[src/hdl/mouse_pkg.sv]
`default_nettype none

package mouse_pkg;

    ////////////////////////////////////////////////////////////
    // Basic types
    ////////////////////////////////////////////////////////////

    // Screen coordinate, 1024x768 fits in 12 bits
    typedef logic [11:0] coord_t;
    // Sign bit from the status byte plus the movement byte
    typedef logic signed [8:0] delta_t;
    // Middle, right, left, as in the status byte
    typedef logic [2:0] button_t;
    typedef logic [2:0] mode_t;

    // Raw view, status byte arrives first
    typedef struct packed {
        logic [7:0] status;
        logic [7:0] x_move;
        logic [7:0] y_move;
    } packet_bytes_t;

    // Decoded view of the same word
    typedef struct packed {
        logic       y_ovf;
        logic       x_ovf;
        logic       y_sign;
        logic       x_sign;
        logic       sync;
        button_t    buttons;
        logic [7:0] x_move;
        logic [7:0] y_move;
    } packet_fields_t;

    typedef union packed {
        packet_bytes_t  packet_bytes;
        packet_fields_t packet_fields;
    } packet_t;

    ////////////////////////////////////////////////////////////
    // Modes and constrainer states
    ////////////////////////////////////////////////////////////

    localparam mode_t MODE_MENU = 3'b000;
    localparam mode_t MODE_GAME = 3'b001;
    // Idle code, marks "no round completed yet"
    localparam mode_t MODE_NONE = 3'b111;

    localparam logic [1:0] ST_IDLE = 2'd0;
    localparam logic [1:0] ST_MENU = 2'd1;
    localparam logic [1:0] ST_GAME = 2'd2;

    ////////////////////////////////////////////////////////////
    // Screen, box and FIFO sizes
    ////////////////////////////////////////////////////////////

    localparam coord_t SCREEN_MAX_X  = 12'd1019;
    localparam coord_t SCREEN_MAX_Y  = 12'd763;
    localparam coord_t BOX_MIN_X     = 12'd361;
    localparam coord_t BOX_MAX_X     = 12'd661;
    localparam coord_t BOX_MIN_Y     = 12'd367;
    localparam coord_t BOX_MAX_Y     = 12'd667;
    localparam coord_t SPRITE_SIZE   = 12'd16;
    localparam coord_t MENU_CENTER_X = 12'd511;
    localparam coord_t MENU_CENTER_Y = 12'd383;
    localparam coord_t BOX_CENTER_X  = 12'd511;
    localparam coord_t BOX_CENTER_Y  = 12'd517;

    localparam int FIFO_DEPTH = 4;
    localparam int FIFO_PTR_W = $clog2(FIFO_DEPTH);

endpackage

`default_nettype wire

[src/hdl/mouse_constrainer.sv]
`default_nettype none

module mouse_constrainer (
    input  wire                clk,
    input  wire                rst,
    input  wire mouse_pkg::mode_t mouse_mode,
    output mouse_pkg::coord_t  value,
    output logic               setmax_x,
    output logic               setmax_y,
    output logic               setmin_x,
    output logic               setmin_y,
    output logic               set_x,
    output logic               set_y
);

    import mouse_pkg::*;

    logic [1:0] state;
    logic [1:0] state_nxt;
    // Write index within a round, 0..3 bounds, 4..5 centering
    logic [2:0] step;
    logic [2:0] step_nxt;
    mode_t      last_mode;
    mode_t      last_mode_nxt;
    mode_t      round_mode;
    logic       is_game;
    coord_t     value_nxt;
    // Strobe order max_x, max_y, min_x, min_y, set_x, set_y
    logic [5:0] wr_q;
    logic [5:0] wr_nxt;

    assign is_game    = (state == ST_GAME);
    assign round_mode = is_game ? MODE_GAME : MODE_MENU;

    assign {setmax_x, setmax_y, setmin_x, setmin_y, set_x, set_y} = wr_q;

    ////////////////////////////////////////////////////////////
    // Registered state and outputs
    ////////////////////////////////////////////////////////////

    always_ff @(posedge clk) begin
        if (rst) begin
            state     <= ST_IDLE;
            step      <= '0;
            last_mode <= MODE_NONE;
            wr_q      <= '0;
            value     <= '0;
        end else begin
            state     <= state_nxt;
            step      <= step_nxt;
            last_mode <= last_mode_nxt;
            wr_q      <= wr_nxt;
            value     <= value_nxt;
        end
    end

    ////////////////////////////////////////////////////////////
    // Next state and write selection
    ////////////////////////////////////////////////////////////

    always_comb begin
        state_nxt     = state;
        step_nxt      = '0;
        last_mode_nxt = last_mode;
        wr_nxt        = '0;
        value_nxt     = '0;
        if (state == ST_IDLE) begin
            // Sample the requested mode, anything else stays idle
            if (mouse_mode == MODE_MENU) begin
                state_nxt = ST_MENU;
            end else if (mouse_mode == MODE_GAME) begin
                state_nxt = ST_GAME;
            end
        end else begin
            // One-hot strobe from the step index
            wr_nxt   = 6'b100000 >> step;
            step_nxt = step + 3'd1;
            case (step)
                3'd0: begin
                    // Game max is pulled in by the sprite size
                    value_nxt = is_game ? BOX_MAX_X - SPRITE_SIZE : SCREEN_MAX_X;
                end
                3'd1: begin
                    value_nxt = is_game ? BOX_MAX_Y - SPRITE_SIZE : SCREEN_MAX_Y;
                end
                3'd2: begin
                    value_nxt = is_game ? BOX_MIN_X : '0;
                end
                3'd3: begin
                    value_nxt = is_game ? BOX_MIN_Y : '0;
                end
                3'd4: begin
                    value_nxt = is_game ? BOX_CENTER_X : MENU_CENTER_X;
                end
                default: begin
                    value_nxt = is_game ? BOX_CENTER_Y : MENU_CENTER_Y;
                end
            endcase
            // Round ends after min_y, or after set_y on a mode change
            if ((step == 3'd3 && round_mode == last_mode) || step == 3'd5) begin
                state_nxt     = ST_IDLE;
                step_nxt      = '0;
                last_mode_nxt = round_mode;
            end
        end
    end

endmodule

`default_nettype wire

[src/hdl/mouse_packet_assembler.sv]
`default_nettype none

module mouse_packet_assembler (
    input  wire                clk,
    input  wire                rst,
    input  wire  [7:0]         rx_byte,
    input  wire                rx_valid,
    output logic               push,
    output mouse_pkg::packet_t push_packet,
    output logic               sync_error
);

    import mouse_pkg::*;

    // Next byte position, 0 is the status byte
    logic [1:0] slot;
    // Packet under assembly, complete while push is high
    packet_t    pkt;

    assign push_packet = pkt;

    ////////////////////////////////////////////////////////////
    // Slot counter and strobes
    ////////////////////////////////////////////////////////////

    always_ff @(posedge clk) begin
        if (rst) begin
            slot       <= '0;
            push       <= 1'b0;
            sync_error <= 1'b0;
        end else begin
            push       <= 1'b0;
            sync_error <= 1'b0;
            if (rx_valid) begin
                case (slot)
                    2'd0: begin
                        // Bit 3 of a status byte is always one
                        if (rx_byte[3]) begin
                            slot <= 2'd1;
                        end else begin
                            sync_error <= 1'b1;
                        end
                    end
                    2'd1: begin
                        slot <= 2'd2;
                    end
                    default: begin
                        // Third byte completes the packet
                        slot <= 2'd0;
                        push <= 1'b1;
                    end
                endcase
            end
        end
    end

    ////////////////////////////////////////////////////////////
    // Byte capture
    ////////////////////////////////////////////////////////////

    always_ff @(posedge clk) begin
        if (rx_valid) begin
            case (slot)
                2'd0: pkt.packet_bytes.status <= rx_byte;
                2'd1: pkt.packet_bytes.x_move <= rx_byte;
                default: pkt.packet_bytes.y_move <= rx_byte;
            endcase
        end
    end

endmodule

`default_nettype wire

[src/hdl/packet_fifo.sv]
`default_nettype none

module packet_fifo (
    input  wire                       clk,
    input  wire                       rst,
    input  wire                       push,
    input  wire mouse_pkg::packet_t   push_packet,
    input  wire                       pop,
    output mouse_pkg::packet_t        head_packet,
    output logic                      fifo_empty,
    output logic                      packet_dropped
);

    import mouse_pkg::*;

    packet_t               mem [FIFO_DEPTH];
    logic [FIFO_PTR_W-1:0] wr_ptr;
    logic [FIFO_PTR_W-1:0] rd_ptr;
    // One extra bit so a full buffer is representable
    logic [FIFO_PTR_W:0]   count;
    logic                  full;
    logic                  do_push;
    logic                  do_pop;

    assign full       = (count == (FIFO_PTR_W + 1)'(FIFO_DEPTH));
    assign fifo_empty = (count == '0);
    assign do_pop     = pop && !fifo_empty;
    // A pop frees the slot in the same cycle
    assign do_push    = push && (!full || do_pop);

    // Discarded packet shows up in the cycle of its push
    assign packet_dropped = push && !do_push;

    assign head_packet = mem[rd_ptr];

    ////////////////////////////////////////////////////////////
    // Pointers and occupancy
    ////////////////////////////////////////////////////////////

    always_ff @(posedge clk) begin
        if (rst) begin
            wr_ptr <= '0;
            rd_ptr <= '0;
            count  <= '0;
        end else begin
            // Depth is a power of two, pointers wrap on their own
            if (do_push) begin
                wr_ptr <= wr_ptr + 1'b1;
            end
            if (do_pop) begin
                rd_ptr <= rd_ptr + 1'b1;
            end
            if (do_push && !do_pop) begin
                count <= count + 1'b1;
            end else if (do_pop && !do_push) begin
                count <= count - 1'b1;
            end
        end
    end

    // Storage
    always_ff @(posedge clk) begin
        if (do_push) begin
            mem[wr_ptr] <= push_packet;
        end
    end

endmodule

`default_nettype wire

[src/hdl/cursor_tracker.sv]
`default_nettype none

module cursor_tracker (
    input  wire                       clk,
    input  wire                       rst,
    input  wire mouse_pkg::coord_t    value,
    input  wire                       setmax_x,
    input  wire                       setmax_y,
    input  wire                       setmin_x,
    input  wire                       setmin_y,
    input  wire                       set_x,
    input  wire                       set_y,
    input  wire mouse_pkg::packet_t   head_packet,
    input  wire                       fifo_empty,
    output logic                      pop,
    output mouse_pkg::coord_t         cursor_x,
    output mouse_pkg::coord_t         cursor_y,
    output mouse_pkg::button_t        buttons
);

    import mouse_pkg::*;

    coord_t             min_x;
    coord_t             max_x;
    coord_t             min_y;
    coord_t             max_y;
    logic               any_write;
    // Clamp due after a bound or preset write
    logic               clamp_pend;
    // Sum of a popped packet waits to be clamped
    logic               pkt_pend;
    logic signed [12:0] sum_x;
    logic signed [12:0] sum_y;
    logic signed [12:0] base_x;
    logic signed [12:0] base_y;
    button_t            pkt_buttons;
    coord_t             next_x;
    coord_t             next_y;
    delta_t             dx;
    delta_t             dy;

    // Limit a wide signed sum to lo..hi
    function automatic coord_t clamp(input logic signed [12:0] s,
                                     input coord_t lo,
                                     input coord_t hi);
        if (s > $signed({1'b0, hi})) begin
            return hi;
        end else if (s < $signed({1'b0, lo})) begin
            return lo;
        end
        return s[11:0];
    endfunction

    assign any_write = setmax_x | setmax_y | setmin_x | setmin_y | set_x | set_y;

    // Writes and their clamp go first, packets wait
    assign pop = !fifo_empty && !any_write && !clamp_pend;

    ////////////////////////////////////////////////////////////
    // Packet arithmetic
    ////////////////////////////////////////////////////////////

    assign next_x = clamp(sum_x, min_x, max_x);
    assign next_y = clamp(sum_y, min_y, max_y);

    // Back-to-back packets build on the result still in flight
    assign base_x = $signed({1'b0, pkt_pend ? next_x : cursor_x});
    assign base_y = $signed({1'b0, pkt_pend ? next_y : cursor_y});

    assign dx = {head_packet.packet_fields.x_sign, head_packet.packet_fields.x_move};
    assign dy = {head_packet.packet_fields.y_sign, head_packet.packet_fields.y_move};

    // Sum and button capture in the pop cycle
    always_ff @(posedge clk) begin
        if (pop) begin
            // Overflowed axis keeps its place
            sum_x <= head_packet.packet_fields.x_ovf ? base_x : base_x + dx;
            // PS/2 y grows upward, screen y grows downward
            sum_y <= head_packet.packet_fields.y_ovf ? base_y : base_y - dy;
            pkt_buttons <= head_packet.packet_fields.buttons;
        end
    end

    ////////////////////////////////////////////////////////////
    // Bounds and cursor
    ////////////////////////////////////////////////////////////

    always_ff @(posedge clk) begin
        if (rst) begin
            min_x      <= '0;
            max_x      <= '0;
            min_y      <= '0;
            max_y      <= '0;
            cursor_x   <= '0;
            cursor_y   <= '0;
            buttons    <= '0;
            clamp_pend <= 1'b0;
            pkt_pend   <= 1'b0;
        end else begin
            clamp_pend <= any_write;
            pkt_pend   <= pop;
            if (setmax_x) max_x <= value;
            if (setmax_y) max_y <= value;
            if (setmin_x) min_x <= value;
            if (setmin_y) min_y <= value;
            // Second cycle of a packet
            if (pkt_pend) begin
                cursor_x <= next_x;
                cursor_y <= next_y;
                buttons  <= pkt_buttons;
            end else if (clamp_pend) begin
                cursor_x <= clamp($signed({1'b0, cursor_x}), min_x, max_x);
                cursor_y <= clamp($signed({1'b0, cursor_y}), min_y, max_y);
            end
            // Presets load raw, clamped on the next cycle
            if (set_x) cursor_x <= value;
            if (set_y) cursor_y <= value;
        end
    end

endmodule

`default_nettype wire

[src/hdl/mouse_cursor_top.sv]
`default_nettype none

module mouse_cursor_top (
    input  wire                       clk,
    input  wire                       rst,
    input  wire mouse_pkg::mode_t     mouse_mode,
    input  wire  [7:0]                rx_byte,
    input  wire                       rx_valid,
    output mouse_pkg::coord_t         cursor_x,
    output mouse_pkg::coord_t         cursor_y,
    output mouse_pkg::button_t        buttons,
    output logic                      sync_error,
    output logic                      packet_dropped
);

    import mouse_pkg::*;

    // Bound write bus
    coord_t  value;
    logic    setmax_x;
    logic    setmax_y;
    logic    setmin_x;
    logic    setmin_y;
    logic    set_x;
    logic    set_y;

    // Packet path
    logic    push;
    packet_t push_packet;
    packet_t head_packet;
    logic    fifo_empty;
    logic    pop;

    mouse_constrainer mouse_constrainer_inst (
        .clk        (clk),
        .rst        (rst),
        .mouse_mode (mouse_mode),
        .value      (value),
        .setmax_x   (setmax_x),
        .setmax_y   (setmax_y),
        .setmin_x   (setmin_x),
        .setmin_y   (setmin_y),
        .set_x      (set_x),
        .set_y      (set_y)
    );

    mouse_packet_assembler mouse_packet_assembler_inst (
        .clk         (clk),
        .rst         (rst),
        .rx_byte     (rx_byte),
        .rx_valid    (rx_valid),
        .push        (push),
        .push_packet (push_packet),
        .sync_error  (sync_error)
    );

    packet_fifo packet_fifo_inst (
        .clk            (clk),
        .rst            (rst),
        .push           (push),
        .push_packet    (push_packet),
        .pop            (pop),
        .head_packet    (head_packet),
        .fifo_empty     (fifo_empty),
        .packet_dropped (packet_dropped)
    );

    cursor_tracker cursor_tracker_inst (
        .clk         (clk),
        .rst         (rst),
        .value       (value),
        .setmax_x    (setmax_x),
        .setmax_y    (setmax_y),
        .setmin_x    (setmin_x),
        .setmin_y    (setmin_y),
        .set_x       (set_x),
        .set_y       (set_y),
        .head_packet (head_packet),
        .fifo_empty  (fifo_empty),
        .pop         (pop),
        .cursor_x    (cursor_x),
        .cursor_y    (cursor_y),
        .buttons     (buttons)
    );

endmodule

`default_nettype wire

[config.mk]
export PLATFORM = sky130hd
export DESIGN_NAME = mouse_cursor_top
export DESIGN_NICKNAME = d
export VERILOG_FILES = /design/src/hdl/mouse_pkg.sv /design/src/hdl/mouse_constrainer.sv /design/src/hdl/mouse_packet_assembler.sv /design/src/hdl/packet_fifo.sv /design/src/hdl/cursor_tracker.sv /design/src/hdl/mouse_cursor_top.sv
export SDC_FILE = /design/constraint.sdc
export NUM_CORES = 1
export LEC_CHECK = 0
export CORE_MARGIN = 5
export CORE_UTILIZATION = 47
export CTS_BUF_LIST = sky130_fd_sc_hd__clkbuf_8
export DETAILED_ROUTE_END_ITERATION = 8
export DONT_BUFFER_PORTS = 1
export GPL_TIMING_DRIVEN = 0
export SYNTH_ARGS = -nofsm -noshare
export SYNTH_HDL_FRONTEND = slang
export SYNTH_SLANG_ARGS = --single-unit
[constraint.sdc]
create_clock -name clk -period 6.9 [get_ports clk]
set_input_delay 1.035 -clock clk [delete_from_list [all_inputs] [get_ports clk]]
set_output_delay 1.035 -clock clk [all_outputs]
set_load 0.02 [all_outputs]
## Word-level counts from Yosys, hierarchy flattened

Memories as Yosys holds them, arrays and structs flattened. A register that Yosys moved wholly into a read port is not among the register bits.
Index checks and enable logic that the tools add are counted.
W data, S select, Z words.

| cells by class | value |
|---|---|
| add/sub/neg operators | 7 |
| magnitude comparators | 8 |
| equal/unequal tests | 12 |
| shifts and indexed selects | 1 |
| multiplexer cells | 57 |
| bitwise logic cells | 9 |
| reduce and logical (&&, ||, !) cells | 40 |

Operator list:

| kind | number |
|---|---|
| $mux W12 | 22 |
| $pmux W12 S5 | 1 |
| $mux W9 | 3 |
| $gt A13 B13 Y1 | 2 |
| $lt A13 B13 Y1 | 2 |
| $gt A12 B12 Y1 | 2 |
| $lt A12 B12 Y1 | 2 |
| $mux W1 | 19 |
| $reduce_and A2 Y1 | 8 |
| $mux W2 | 7 |
| $add A13 B9 Y13 | 1 |
| $sub A13 B9 Y13 | 1 |
| $reduce_bool A3 Y1 | 4 |
| $mux W10 | 1 |
| $eq A3 B3 Y1 const B | 3 |
| $logic_not A3 Y1 | 3 |
| $logic_and A1 B1 Y1 | 8 |
| $mux W7 | 1 |
| $add A3 B1 Y3 const B | 2 |
| $eq A3 B1 Y1 const B | 2 |
| $eq A3 B2 Y1 const B | 2 |
| $logic_not A1 Y1 | 6 |
| $mux W3 | 2 |
| $reduce_or A2 Y1 | 3 |
| 15 further kinds | 27 |

| storage, ports and cells | value |
|---|---|
| flip-flop bits (word level) | 167 |
| bits in writable memories | 96 |
| bits of input ports | 14 |
| output and inout port bits | 29 |
| word-level logic and storage cells | 163 |
| memories | 1 |

Memories:

| name | words | width | rd ports | clocked after Yosys merged registers in | write ports | RTL line | RTL |
|---|---|---|---|---|---|---|---|
| packet_fifo_inst.mem | 4 | 24 | 1 | 1 | 1 | packet_fifo.sv:16 | `packet_t mem [FIFO_DEPTH];` |

## Depth between registers and ports, before layout

| depth | value |
|---|---|
| depth in word-level cells | 15 |
| mapped depth | 21 |
| gate-level depth less buffers | 20 |

## By module

A second synthesis with hierarchy kept.

| unflattened totals | value |
|---|---|
| cells, all modules | 1,273 |
| area, all modules | 14,545.2 um^2 |

Modules (own cells, without submodules):

| module | times used | cells each | area an instance (um^2) | seq. area each (um^2) |
|---|---|---|---|---|
| cursor_tracker | 1 | 959 | 8,792.2 | 2,412.3 |
| packet_fifo | 1 | 175 | 3,958.8 | 3,062.9 |
| mouse_constrainer | 1 | 100 | 917.1 | 440.4 |
| mouse_packet_assembler | 1 | 39 | 877.1 | 800.8 |

## Worst setup path after synthesis

OpenSTA, ideal clock, no wires.

| timing path | value |
|---|---|
| path kind | register to register |
| start | register mouse_constrainer_inst.wr_q[4] |
| end | register packet_fifo_inst.count[2] |
| setup time | 0.071 ns |
| arrival time | 5.192 ns |
| required time | 6.829 ns |
| slack | 1.637 ns |
| cell stages (with the launch flop) | 13 |
| buffers on the path | 1 |
| period minus slack after synthesis | 5.263 ns |
| path through | dfxtp_1 > buf_2 > nor4_1 > nand2_1 > nor3_1 > inv_1 > a31oi_2 > ha_1 > inv_1 > fa_1 > xor2_1 > or3_1 > a21oi_1 |

| between the ends | value |
|---|---|
| word-level cells in the longest chain between the ends | 14 |
| elaborated cells on any way between the ends | 17 |
| classes of those cells | mux: 1; bitwise: 5; reduce/logical: 11 |

Ends and longest elaborated chain:

| element | RTL line | RTL |
|---|---|---|
| start, declared | mouse_constrainer.sv:29 | `logic [5:0] wr_q;` |
| start signal, assigned | mouse_constrainer.sv:52 | `wr_q <= wr_nxt;` |
| $or A1 B1 Y1 * (5 in series) | cursor_tracker.sv:54 | `assign any_write = setmax_x \| setmax_y \| setmin_x \| setmin_y \| set_x \| set_y;` |
| $logic_not A1 Y1 * | cursor_tracker.sv:57 | `assign pop = !fifo_empty && !any_write && !clamp_pend;` |
| $logic_and A1 B1 Y1 * (2 in series) | cursor_tracker.sv:57 |  |
| named net cursor_tracker_inst.pop | cursor_tracker.sv:15 | `output logic pop,` |
| $logic_and A1 B1 Y1 * | packet_fifo.sv:27 | `assign do_pop = pop && !fifo_empty;` |
| $logic_or A1 B1 Y1 * | packet_fifo.sv:29 | `assign do_push = push && (!full \|\| do_pop);` |
| $logic_and A1 B1 Y1 * | packet_fifo.sv:29 |  |
| named net packet_fifo_inst.do_push | packet_fifo.sv:22 | `logic do_push;` |
| $logic_not A1 Y1 | packet_fifo.sv:55 | `end else if (do_pop && !do_push) begin` |
| $logic_and A1 B1 Y1 | packet_fifo.sv:55 |  |
| $reduce_bool A2 Y1 (no line) | -- |  |
| end signal, assigned | packet_fifo.sv:54 | `count <= count + 1'b1;` |
| end signal, assigned | packet_fifo.sv:56 | `count <= count - 1'b1;` |
| end, declared | packet_fifo.sv:20 | `logic [FIFO_PTR_W:0] count;` |

The timed path passes the listed nets; every way through them passes the cells marked *.
A chain may end at the register's enable or synchronous reset.

## Worst setup path after layout

| timing path | value |
|---|---|
| start | register cursor_tracker_inst.max_y[6] |
| end | register cursor_tracker_inst.sum_y[11] (data pin) |

| between the ends | value |
|---|---|
| word-level cells in the longest chain between the ends | 6 |
| elaborated cells on any way between the ends | 7 |
| classes of those cells | add/sub: 1; order compare: 1; mux: 5 |

Ends and longest elaborated chain:

| element | RTL line | RTL |
|---|---|---|
| start, declared | cursor_tracker.sv:26 | `coord_t max_y;` |
| start signal, assigned | cursor_tracker.sv:103 | `if (setmax_y) max_y <= value;` |
| $gt A13 B13 Y1 | cursor_tracker.sv:46 | `if (s > $signed({1'b0, hi})) begin` |
| $mux W12 / $mux W1 (equally long branches) | cursor_tracker.sv:46 |  |
| $mux W12 * | cursor_tracker.sv:51 | `return s[11:0];` |
| $mux W12 * | cursor_tracker.sv:68 | `assign base_y = $signed({1'b0, pkt_pend ? next_y : cursor_y});` |
| $sub A13 B9 Y13 | cursor_tracker.sv:79 | `sum_y <= head_packet.packet_fields.y_ovf ? base_y : base_y - dy;` |
| $mux W12 * | cursor_tracker.sv:79 |  |
| end signal, assigned | cursor_tracker.sv:79 |  |
| end, declared | cursor_tracker.sv:33 | `logic signed [12:0] sum_y;` |

Every way passes the cells marked *; elsewhere a longest branch is shown, timed or not.

==> impl_metrics.py <==
metrics = {
    "floorplanning": {
        "die_x_um": 175.5,
        "initial_core_util": 0.4776,
        "dieArea_um2": 30800,
        "rows": 60,
        "ioPinCount": 43,
        "die_h_um": 175.5,
        "core_um2": 26950,
    },
    "placed_design": {
        "dp_hpwl_um": 23870,
        "numPortBuffers": 0,
        "post-place-cells": 1498,
        "place_congestion": 0.9004,
    },
    "critical_path": {
        "arrival_ns": 5.62,
        "crit_type": "flip-flop to flip-flop",
        "worst_setup_path_start_kind": "flip-flop",
        "crit_start": "cursor_tracker_inst.max_y[6]$_SDFFE_PP0P_",
        "critical_path.reg2reg.startpoint": "cursor_tracker_inst.max_y[6]$_SDFFE_PP0P_",
        "end_kind": "flip-flop",
        "cp_max_fo": 10,
        "worstPathRequired_ns": 7.16,
    },
    "timing": {
        "holdWs_ns": 0.4828,
        "final_max_slew_viol_count": 0,
        "rsz0062_at_grt": "no",
        "timing.final.crit_period_ns": 5.364,
        "finalSetupViolCount": 0,
        "final_hold_viol_count": 0,
        "timing.fmax_mhz": 186.4,
        "tightestPinTransition_ns": 1.292,
        "fin_crit_sh": 0.7775,
        "fin_skew_ns": 0.03785,
        "slew_headroom": 0.1383,
    },
    "global_route": {
        "antenna_found_initial": 0,
        "grt_pass1_wl_um": 50150,
        "grt_overflow_total": 0,
        "grtUsageTotal": 0.2060,
        "grt_max_degree": 24,
        "grt_pass1_vias": 8781,
    },
    "yosys": {
        "ys_ff_latch": 244,
        "synth_top_area_frac": 0.3360,
        "async_flop_share": 0,
        "synth_nets": 1281,
        "ys_seq_area_frac": 0.4915,
        "synth-edff-count": 144,
        "postSynthCellCount": 1154,
        "synth_cell_types": 69,
        "synth_area_um2": 12870,
        "yosys_warnings": 0,
        "avgSynthCellArea_um2": 11.15,
        "yosys.area.top_type": "edfxtp_1",
        "synthTopCellsByArea": "edfxtp_1, dfxtp_1, ha_1, mux2i_1, mux4_2",
        "ys.flop_type": "edfxtp_1",
    },
    "clocking": {
        "clock_sinks": 244,
        "tritoncts": "done",
        "postCtsSetupRepairBufs": 0,
        "clkTransAtPathRegs_ns": 0.06,
        "cts_buffers": 42,
        "cts_max_level": 2,
        "clk-insertion-delay-late_ns": 0.56,
        "holdBufCountCts": 0,
        "root_buffer": "clkbuf_8",
        "cts_buffer_depth": 3,
        "cts_resized": 0,
    },
    "route": {
        "first_pass_iters": 5,
        "wirelength_um": 31880,
        "via_count": 8969,
        "post-route-drc-count": 0,
        "ant_nets": 0,
        "initialDrtViolationCount": 565,
        "wl_per_cell_um": 20.24,
        "viasPerCell": 5.695,
    },
    "pwr": {
        "vdd_drop_max_mv": 0.2082,
        "p_total_uw": 5729,
        "p_leak_uw": 0.005357,
        "pwr_density_cell_nw_per_um2": 402.9,
    },
    "status": {
        "status": "complete, no violations",
    },
    "worst_hold_path": {
        "min-delay-start": "mouse_constrainer_inst.last_mode[1]$_SDFFE_PP1P_",
        "hold_path_class": "flip-flop to flip-flop",
    },
    "final_layout": {
        "syn2layout_area_growth_pct": 10.49,
        "layout.nets": 1328,
        "antennaDiodeCount": 0,
        "fin_cells": 1575,
        "layout_commonest_cell": "edfxtp_1",
        "drive_gt1_frac": 0.1062,
        "most-common-layout-cells": "edfxtp_1, nor2_1, ha_1, dfxtp_1, inv_1",
    },
    "flow_run": {
        "maxCapViolations": 0,
    },
}
## logic make-up after synthesis
| family | Yosys count | synth area share |
|---|---|---|
| xor gates and xnor gates | 26 | 0.01769 |
| DFF | 244 | 0.4915 |
| adders and majority gates | 113 | 0.1116 |
| AOI/OAI and AO/OA | 243 | 0.1319 |
| buffers and inverters | 121 | 0.03684 |
| muxes | 97 | 0.09906 |
| and+or+nand+nor | 310 | 0.1114 |
## synthesized netlist by cell type (4+ instances only)
cell and instances:
a211oi_1 9, ha_1 110, mux4_2 23, a21oi_1 63, o41ai_1 4, nand2_1 58
and2_1 13, nor4_1 5, o221ai_1 17, nor3_1 28, xor2_1 7, a2111oi_1 4
a211o_1 7, dfxtp_1 100, a2111oi_2 5, nor2_1 127, o22ai_1 9, o21ai_0 36
a31oi_1 8, nand2b_1 10, mux2_2 13, buf_2 7, o211ai_1 8, mux2i_1 61
nand4_1 5, and3_1 9, xnor2_1 19, or2_2 6, clkbuf_1 34, a21o_1 17
or3_1 5, edfxtp_1 144, o21a_1 6, nand3_1 16, a22o_1 6, inv_1 74
a22oi_1 11, nor2b_1 22
## worst paths after layout
path | end | slack (ns) | cells after the start
worst max-delay path | cursor_tracker_inst.sum_y[11]$_DFFE_PP_ | 1.54 | 20
worst min register to register | mouse_constrainer_inst.last_mode[1]$_SDFFE_PP1P_ | 0.48 | 2
worst min-delay path | mouse_constrainer_inst.last_mode[1]$_SDFFE_PP1P_ | 0.48 | 2
worst max register to register | cursor_tracker_inst.sum_y[11]$_DFFE_PP_ | 1.54 | 20
## report_power, final
group | switching, µW | internal [µW]
Combinational | 1350 | 1050
Sequential | 242 | 1760
Clock | 596 | 723
Total | 2190 | 3540
## layer usage
layer,track usage,wire (µm),up-vias,part of all wire
met5,0,0,-,0
met4,0.05068,520,0,0.016
met3,0.04197,1891,46,0.059
met2,0.3245,14440,255,0.45
met1,0.2946,15030,4283,0.47
li1,-,-,4385,-
## final cells by class
class                   count  area, µm²
clock inverters            22      127.6
flip-flops and latches    244       6326
plain buffers              46      192.7
clock buffers              55      757.0
fillers                  2368      12730
inverters                  75      281.5
well taps                 341      426.7
multi-input cells         789       6076
repair buffers              3      33.78
## worst max-delay path, stage by stage (launching register included)
cell,delay [ns]
dfxtp_1,0.43
inv_1,0.15
ha_1,0.32
a21o_1,0.16
a22oi_1,0.18
nand2_1,0.11
o221ai_1,0.27
clkbuf_1,0.42
clkbuf_1,0.41
a21oi_1,0.13
a21oi_1,0.48
inv_1,0.10
ha_1,0.30
nor2b_1,0.13
o21a_1,0.17
o21ai_0,0.29
a211oi_1,0.17
a41o_1,0.29
o41ai_1,0.34
xor2_1,0.17
o21ai_0,0.08
## through the flow
stage | setup TNS, ns | util | worst slack (ns) | cell area [µm²]
after CTS | 0 | 0.5277 | 1.629 | 14220
after global routing | 0 | 0.5277 | 1.217 | 14220
after floorplan | 0 | - | 1.637 | 12870
after detailed placement | 0 | 0.4948 | 1.647 | 13340
final | 0 | 0.5277 | 1.536 | 14220
after global placement | -52.83 | 0.4934 | -0.5938 | 13300
## flip-flops by register name (all words and copies together) (netlist names), 3 cells and up, named ones only
| signal | cells |
|---|---|
| packet_fifo_inst.mem | 92 |
| mouse_packet_assembler_inst.push_packet | 23 |
| cursor_tracker_inst.sum_x | 13 |
| cursor_tracker_inst.sum_y | 13 |
| cursor_tracker_inst.cursor_x | 12 |
| cursor_tracker_inst.cursor_y | 12 |
| cursor_tracker_inst.max_x | 9 |
| cursor_tracker_inst.max_y | 9 |
| cursor_tracker_inst.min_x | 9 |
| cursor_tracker_inst.min_y | 9 |
| mouse_constrainer_inst.value | 9 |
| mouse_constrainer_inst.wr_q | 6 |
| cursor_tracker_inst.buttons | 3 |
| cursor_tracker_inst.pkt_buttons | 3 |
| mouse_constrainer_inst.step | 3 |
| packet_fifo_inst.count | 3 |
No activity file was read; power rests on OpenSTA's default activity.
